--- src/common/kpd_params.svh ---
`ifndef KPD_PARAMS_SVH
`define KPD_PARAMS_SVH

// Clock cycles spent driving each keypad column
`define KPD_SCAN_DIV 1000

// Identical sweeps in a row before a key state is accepted
`define KPD_STABLE_SWEEPS 3

// Screen command bytes
`define LCD_CMD_CURSOR 8'h2A
`define LCD_CMD_WRITE 8'h2C

// Cursor wraps after 2**LCD_CURSOR_BITS characters
`define LCD_CURSOR_BITS 4

`endif

--- src/common/kpd_pkg.sv ---
package kpd_pkg;

    // Key number is column index times four plus row index
    typedef logic [3:0] key_code_t;

    // One key press event as handed from the decoder to the builder
    typedef struct packed {
        key_code_t code;
    } key_event_t;

    // One word on the 8080 screen bus
    // dcx low selects a command byte, dcx high selects a data byte
    typedef struct packed {
        logic       dcx;
        logic [7:0] data;
    } lcd_word_t;

endpackage

--- src/hdl/display_command_builder.sv ---
`timescale 1ns/100ps
`include "kpd_params.svh"

module display_command_builder (
    input  logic                clk,
    input  logic                rst,
    input  logic                key_strobe,
    input  kpd_pkg::key_event_t key,
    input  logic                word_done,
    output logic                word_strobe,
    output kpd_pkg::lcd_word_t  word
);

    logic                             busy;
    logic [1:0]                       step;
    logic [`LCD_CURSOR_BITS-1:0]      cursor;
    kpd_pkg::key_code_t               held_code;

    // ASCII hex digit for a key code
    function automatic logic [7:0] glyph(input kpd_pkg::key_code_t code);
        if (code < 4'd10) begin
            return 8'h30 + 8'(code);
        end
        return 8'h37 + 8'(code);
    endfunction

    always_comb begin
        case (step)
            2'd0: word = '{dcx: 1'b0, data: `LCD_CMD_CURSOR};
            2'd1: word = '{dcx: 1'b1, data: 8'(cursor)};
            2'd2: word = '{dcx: 1'b0, data: `LCD_CMD_WRITE};
            default: word = '{dcx: 1'b1, data: glyph(held_code)};
        endcase
    end

    always_ff @(posedge clk or posedge rst) begin
        if (rst) begin
            busy        <= 1'b0;
            step        <= 2'd0;
            cursor      <= '0;
            word_strobe <= 1'b0;
        end else begin
            word_strobe <= 1'b0;
            if (!busy) begin
                // Strobes while busy are simply ignored
                if (key_strobe) begin
                    busy        <= 1'b1;
                    step        <= 2'd0;
                    word_strobe <= 1'b1;
                end
            end else if (word_done) begin
                if (step == 2'd3) begin
                    busy   <= 1'b0;
                    cursor <= cursor + 1'b1;
                end else begin
                    step        <= step + 1'b1;
                    word_strobe <= 1'b1;
                end
            end
        end
    end

    always_ff @(posedge clk) begin
        if (key_strobe && !busy) begin
            held_code <= key.code;
        end
    end

endmodule

--- src/hdl/keypad_display_top.sv ---
`timescale 1ns/100ps
`include "kpd_params.svh"

module keypad_display_top #(
    parameter int scan_div = `KPD_SCAN_DIV
) (
    input  logic       clk,
    input  logic       rst,
    input  logic [3:0] row,
    output logic [3:0] column,
    output logic       csx,
    output logic       dcx,
    output logic       wrx,
    output logic [7:0] lcd_data
);

    logic                dwell_end;
    logic                key_strobe;
    kpd_pkg::key_event_t key;
    logic                word_strobe;
    kpd_pkg::lcd_word_t  word;
    logic                word_done;

    column_scanner #(
        .scan_div(scan_div)
    ) scanner0 (
        .clk       (clk),
        .rst       (rst),
        .column    (column),
        .dwell_end (dwell_end)
    );

    keypad_decoder decoder0 (
        .clk        (clk),
        .rst        (rst),
        .column     (column),
        .row        (row),
        .dwell_end  (dwell_end),
        .key_strobe (key_strobe),
        .key        (key)
    );

    display_command_builder builder0 (
        .clk         (clk),
        .rst         (rst),
        .key_strobe  (key_strobe),
        .key         (key),
        .word_done   (word_done),
        .word_strobe (word_strobe),
        .word        (word)
    );

    lcd_bus_writer writer0 (
        .clk         (clk),
        .rst         (rst),
        .word_strobe (word_strobe),
        .word        (word),
        .word_done   (word_done),
        .csx         (csx),
        .dcx         (dcx),
        .wrx         (wrx),
        .lcd_data    (lcd_data)
    );

endmodule

--- src/keypad/column_scanner.sv ---
`timescale 1ns/100ps
`include "kpd_params.svh"

module column_scanner #(
    parameter int scan_div = `KPD_SCAN_DIV
) (
    input  logic       clk,
    input  logic       rst,
    output logic [3:0] column,
    output logic       dwell_end
);

    localparam int cnt_bits = (scan_div > 1) ? $clog2(scan_div) : 1;

    logic [cnt_bits-1:0] dwell_cnt;

    // Last cycle of the current column
    assign dwell_end = (dwell_cnt == cnt_bits'(scan_div - 1));

    always_ff @(posedge clk or posedge rst) begin
        if (rst) begin
            dwell_cnt <= '0;
        end else if (dwell_end) begin
            dwell_cnt <= '0;
        end else begin
            dwell_cnt <= dwell_cnt + 1'b1;
        end
    end

    // One-hot drive walks 0001 -> 0010 -> 0100 -> 1000
    always_ff @(posedge clk or posedge rst) begin
        if (rst) begin
            column <= 4'b0001;
        end else if (dwell_end) begin
            column <= {column[2:0], column[3]};
        end
    end

endmodule

--- src/keypad/keypad_decoder.sv ---
`timescale 1ns/100ps
`include "kpd_params.svh"

module keypad_decoder (
    input  logic                   clk,
    input  logic                   rst,
    input  logic [3:0]             column,
    input  logic [3:0]             row,
    input  logic                   dwell_end,
    output logic                   key_strobe,
    output kpd_pkg::key_event_t    key
);

    localparam int stable_bits = $clog2(`KPD_STABLE_SWEEPS + 1);

    logic [1:0]             col_idx;
    logic [1:0]             row_idx;
    logic                   cand_found;
    kpd_pkg::key_code_t     cand_code;
    logic                   sweep_end;

    // Lowest key seen so far in the running sweep
    logic                   sweep_found;
    kpd_pkg::key_code_t     sweep_min;
    logic                   win_found;
    kpd_pkg::key_code_t     win_code;

    // Winner of the previous sweep and how long it has held
    logic                   prev_found;
    kpd_pkg::key_code_t     prev_code;
    logic [stable_bits-1:0] stable_cnt;
    logic [stable_bits-1:0] stable_next;
    logic                   same;

    logic                   accepted_found;
    kpd_pkg::key_code_t     accepted_code;

    always_comb begin
        case (column)
            4'b0010: col_idx = 2'd1;
            4'b0100: col_idx = 2'd2;
            4'b1000: col_idx = 2'd3;
            default: col_idx = 2'd0;
        endcase
        // Lowest row wins inside one column
        row_idx = 2'd0;
        for (int i = 3; i >= 0; i--) begin
            if (row[i]) begin
                row_idx = 2'(i);
            end
        end
    end

    assign cand_found = |row;
    assign cand_code  = {col_idx, row_idx};
    assign sweep_end  = dwell_end && column[3];

    assign win_found = sweep_found || cand_found;
    assign win_code  = (sweep_found && (!cand_found || sweep_min < cand_code)) ?
                       sweep_min : cand_code;

    assign same = (win_found == prev_found) && (!win_found || win_code == prev_code);
    assign stable_next = !same ? stable_bits'(1) :
                         (stable_cnt == stable_bits'(`KPD_STABLE_SWEEPS)) ? stable_cnt :
                         stable_cnt + 1'b1;

    always_ff @(posedge clk or posedge rst) begin
        if (rst) begin
            sweep_found    <= 1'b0;
            sweep_min      <= '0;
            prev_found     <= 1'b0;
            prev_code      <= '0;
            stable_cnt     <= '0;
            accepted_found <= 1'b0;
            accepted_code  <= '0;
            key_strobe     <= 1'b0;
        end else begin
            key_strobe <= 1'b0;
            if (sweep_end) begin
                sweep_found <= 1'b0;
                prev_found  <= win_found;
                prev_code   <= win_code;
                stable_cnt  <= stable_next;
                if (stable_next == stable_bits'(`KPD_STABLE_SWEEPS)) begin
                    if (!win_found) begin
                        // Stable release re-arms without an event
                        accepted_found <= 1'b0;
                    end else if (!accepted_found || accepted_code != win_code) begin
                        accepted_found <= 1'b1;
                        accepted_code  <= win_code;
                        key_strobe     <= 1'b1;
                    end
                end
            end else if (dwell_end) begin
                sweep_found <= win_found;
                sweep_min   <= win_code;
            end
        end
    end

    always_ff @(posedge clk) begin
        if (sweep_end) begin
            key.code <= win_code;
        end
    end

endmodule

--- src/screen/lcd_bus_writer.sv ---
`timescale 1ns/100ps

module lcd_bus_writer (
    input  logic               clk,
    input  logic               rst,
    input  logic               word_strobe,
    input  kpd_pkg::lcd_word_t word,
    output logic               word_done,
    output logic               csx,
    output logic               dcx,
    output logic               wrx,
    output logic [7:0]         lcd_data
);

    typedef enum logic [1:0] {
        st_idle,
        st_wr_low,
        st_wr_high
    } wr_state_t;

    wr_state_t state;

    always_ff @(posedge clk or posedge rst) begin
        if (rst) begin
            state     <= st_idle;
            csx       <= 1'b1;
            wrx       <= 1'b1;
            dcx       <= 1'b1;
            word_done <= 1'b0;
        end else begin
            word_done <= 1'b0;
            case (state)
                st_idle: begin
                    if (word_strobe) begin
                        csx   <= 1'b0;
                        wrx   <= 1'b0;
                        dcx   <= word.dcx;
                        state <= st_wr_low;
                    end
                end
                st_wr_low: begin
                    // Screen latches on this rising edge
                    wrx   <= 1'b1;
                    state <= st_wr_high;
                end
                st_wr_high: begin
                    csx       <= 1'b1;
                    word_done <= 1'b1;
                    state     <= st_idle;
                end
                default: begin
                    state <= st_idle;
                end
            endcase
        end
    end

    // Data held from the strobe until the next word
    always_ff @(posedge clk) begin
        if (state == st_idle && word_strobe) begin
            lcd_data <= word.data;
        end
    end

endmodule

--- config.mk ---
export PLATFORM = sky130hd
export DESIGN_NAME = keypad_display_top
export DESIGN_NICKNAME = d
export VERILOG_FILES = /design/src/common/kpd_pkg.sv /design/src/hdl/display_command_builder.sv /design/src/hdl/keypad_display_top.sv /design/src/keypad/column_scanner.sv /design/src/keypad/keypad_decoder.sv /design/src/screen/lcd_bus_writer.sv
export VERILOG_INCLUDE_DIRS = /design/src /design/src/common
export SDC_FILE = /design/constraint.sdc
export NUM_CORES = 1
export LEC_CHECK = 0
export BUFFER_PORTS_ARGS = -buffer_cell sky130_fd_sc_hd__buf_2
export CAP_MARGIN = 30
export CORE_MARGIN = 10
export CORE_UTILIZATION = 50
export DETAILED_ROUTE_END_ITERATION = 8
export GPL_ROUTABILITY_DRIVEN = 1
export PLACE_DENSITY = 0.79
export SETUP_SLACK_MARGIN = 0.2
export SLEW_MARGIN = 20
export SYNTH_ARGS = -nofsm -noshare
export SYNTH_HDL_FRONTEND = slang
export SYNTH_SLANG_ARGS = --single-unit
--- constraint.sdc ---
create_clock -name clk -period 4.15 [get_ports clk]
set_clock_uncertainty 0.05 [all_clocks]
set_input_delay 0.83 -clock clk [delete_from_list [all_inputs] [get_ports clk]]
set_output_delay 0.83 -clock clk [all_outputs]
set_load 0.005 [all_outputs]
==> flow_metrics.py <==
metrics = {
    "synthesis": {
        "syn_area_um2": 3030,
        "synthCells": 262,
        "syn_nets": 278,
        "yosysSeqAreaShare_pct": 53.0,
        "yosys.cell_types.count": 60,
        "synth.avg_cell_area_um2": 11.6,
        "yosysWarnings": 0,
        "postSynth.asyncResetShare_pct": 75.4,
        "synth-seq-cells": 61,
        "synth-edff-count": 15,
        "synth_ff_type": "dfrtp_1",
    },
    "clock_tree": {
        "cts_tree": "yes",
        "cts_sinks": 61,
        "clk_pin_slew_worst_paths_ps": 70,
        "cts_setup_buffers": 0,
        "numCtsBuffers": 9,
        "cts-hold-fix-buffers": 0,
        "clockRootBuffer": "clkbuf_8",
        "cts_resized": 0,
        "htree_levels": 3,
        "ctsLongestPathBuffers": 2,
        "worstSkewPairLatency_ps": 340,
    },
    "critical_path": {
        "slowest_delay_ps": 470,
        "worst-setup-path-type": "flip-flop to flip-flop",
        "cp_max_fo": 8,
        "critical_path.startpoint_type": "flip-flop",
        "critPathArrivalTime_ps": 3620,
        "worstPathCellList": "xnor2_1 -> nor3_1 -> inv_1 -> ha_1 -> and2b_4 -> nand3b_4 -> o31a_4 -> mux2_4 -> xor2_1 -> a21oi_2 -> a211oi_4 -> mux2_4",
        "cpMaxStageDelayCell": "dfrtp_1",
        "crit_top_cell": "mux2_4",
        "path_buf_inv": 1,
        "crit_required_ps": 4330,
        "end_kind": "flip-flop",
        "crit_family": "compound AO/OA/AOI/OAI gates",
    },
    "floorplanning": {
        "core_um2": 5890,
        "io_pins": 21,
        "fp.dieArea_um2": 9570,
        "chipWidth_um": 97.9,
        "start_util_pct": 51.5,
        "rows": 28,
        "die_h_um": 97.9,
    },
    "pwr": {
        "peakVddDrop_v": 0.000236,
        "finalPower_mw": 1.17,
        "leakagePower_nw": 1.49,
        "powerDensity_nw_per_um2": 344,
    },
    "grt": {
        "grt_max_degree": 47,
        "antenna_found_initial": 0,
        "grtUsageTotal_pct": 11.6,
        "grt_pass1_wl_um": 9160,
        "grt_pass1_vias": 1998,
        "grt.overflow.total": 0,
    },
    "routing": {
        "post_drt_via_cell_ratio": 5.52,
        "drtIter0Drc": 89,
        "post-route-drc-count": 0,
        "firstDrtPassIters": 5,
        "ant_nets": 0,
        "drt-total-wl_um": 5320,
        "wire_per_inst_um": 14.4,
        "num_vias": 2037,
    },
    "cells_and_area": {
        "synthToLayoutAreaGrowth_pct": 12.8,
        "design_area_um2": 3420,
        "diodes": 0,
        "multi_input_area_um2": 1330,
        "seqCellArea_um2": 1610,
        "fin_nets": 305,
        "drive_above_1_share_pct": 23.5,
        "fill_cells": 520,
    },
    "timing": {
        "fin_tns_setup_ps": 0,
        "max_slew_margin_pct": 53.5,
        "rsz0062_at_grt": "no",
        "tightest_slew_ps": 698,
        "min_period_ps": 3440,
        "setup_ws_ps": 709,
        "slew_viol_final": 0,
        "finalSetupViolCount": 0,
        "hold_viol": 0,
        "timing.fmax_mhz": 291,
        "fin_crit_sh_pct": 82.9,
    },
    "place": {
        "dp_slack_ps": 380,
        "place.gp.congestion": 0.825,
        "placed_area_um2": 3200,
        "hpwl_um": 3690,
        "port_buffers": 19,
    },
    "hold_path": {
        "holdCritPathClass": "input pin to asynchronous set/reset pin",
    },
    "outcome": {
        "status": "completed",
    },
    "run": {
        "drv_cap": 0,
    },
}
## registers in the layout, summed over array words and instances (netlist names), 2 cells and up
name / cells
builder0.cursor: 4
builder0.held_code: 4
builder0.step: 2
decoder0.accepted_code: 4
decoder0.key: 4
decoder0.prev_code: 4
decoder0.stable_cnt: 2
decoder0.sweep_min: 4
scanner0.column: 4
scanner0.dwell_cnt: 10
writer0.lcd_data: 7
writer0.state: 2
## power by group
group	internal, mW	total (mW)	switching (mW)	leakage (nW)
Combinational	0.0148	0.0415	0.0267	0.681
Sequential	0.614	0.614	0.000317	0.713
Clock	0.292	0.519	0.227	0.0980
Total	0.920	1.17	0.254	1.49
## cells in the mapped netlist (3+ instances only)
library cell / n / area share (%)
a211oi_1: 3 / 0.74
a21oi_1: 15 / 2.5
and2_1: 7 / 1.4
and3_1: 5 / 1.0
clkbuf_1: 3 / 0.37
dfrtp_1: 42 / 35
dfstp_2: 4 / 3.5
edfxtp_1: 15 / 15
ha_1: 10 / 4.1
inv_1: 15 / 1.9
mux2_2: 10 / 3.7
mux2_4: 4 / 2.0
nand2_1: 17 / 2.1
nand3_1: 3 / 0.50
nor2_1: 21 / 2.6
nor2b_1: 7 / 1.4
o21a_1: 3 / 0.74
o21ai_0: 9 / 1.5
o21bai_1: 3 / 0.74
or3_1: 3 / 0.62
xnor2_1: 6 / 1.7
xor2_1: 9 / 2.6
## cell families after synthesis
| group | count (synthesis) | synth area share, % |
|---|---|---|
| buffers and inverters | 22 | 3.01 |
| multiplexers | 17 | 6.77 |
| XOR/XNOR | 15 | 4.34 |
| other | 1 | 0.124 |
| flip-flops | 61 | 53.0 |
| adder cells (fa/ha/maj) | 10 | 4.13 |
| AND/OR/NAND/NOR | 81 | 14.8 |
| AO/OA/AOI/OAI | 55 | 13.8 |
## per-layer routing
layer	vias up	global-route usage, %	wire length (um)
li1	980	-	-
met1	985	13.0	2220
met2	61	18.0	2580
met3	11	6.13	407
met4	0	5.03	107
met5	-	0	0
## cell usage in the layout, fill, tap and decap left out, drive strengths merged, types with 4 or more instances in the layout
cell and instances:
edfxtp 15, and2 7, xnor2 6, and3 5
clkbuf 12, a21oi 17, buf 23, xor2 9
inv 15, nor2b 7, dfstp 4, ha 10
dfrtp 42, o21ai 12, nand2 17, a211oi 4
mux2 16, nor2 21
## area by class of cell
| cell class | instances | area share (%) |
|---|---|---|
| Timing Repair Buffer | 23 | 3.95 |
| Inverter | 15 | 1.65 |
| Tap cell | 75 | 2.75 |
| Sequential cell | 61 | 47.0 |
| Clock inverter | 4 | 1.39 |
| Clock buffer | 12 | 4.25 |
| Multi-Input combinational cell | 179 | 39.0 |
## through the flow
| step | util [%] | hold slack (ps) | cells |
|---|---|---|---|
| finish | 58.1 | 362 | 369 |
| global route | 58.1 | 357 | 369 |
| CTS | 57.7 | 372 | 368 |
| detailed placement | 54.4 | 358 | 352 |
| global placement | 54.4 | 359 | 351 |
| floorplan | - | 350 | 262 |
## final timing paths
path	slack, ps	startpoint	endpoint	depth (start not counted)
min reg2reg	370	decoder0.key[1]	builder0.held_code[1]	0
max in group asynchronous	3150	rst	scanner0.column[0]	3
max	710	scanner0.column[3]	decoder0.accepted_code[0]	12
min	360	rst	builder0.cursor[3]	2
max reg2reg	710	scanner0.column[3]	decoder0.accepted_code[0]	12
min in group clk	370	decoder0.key[1]	builder0.held_code[1]	0
Note: power is estimated with default switching activity, not from simulation.
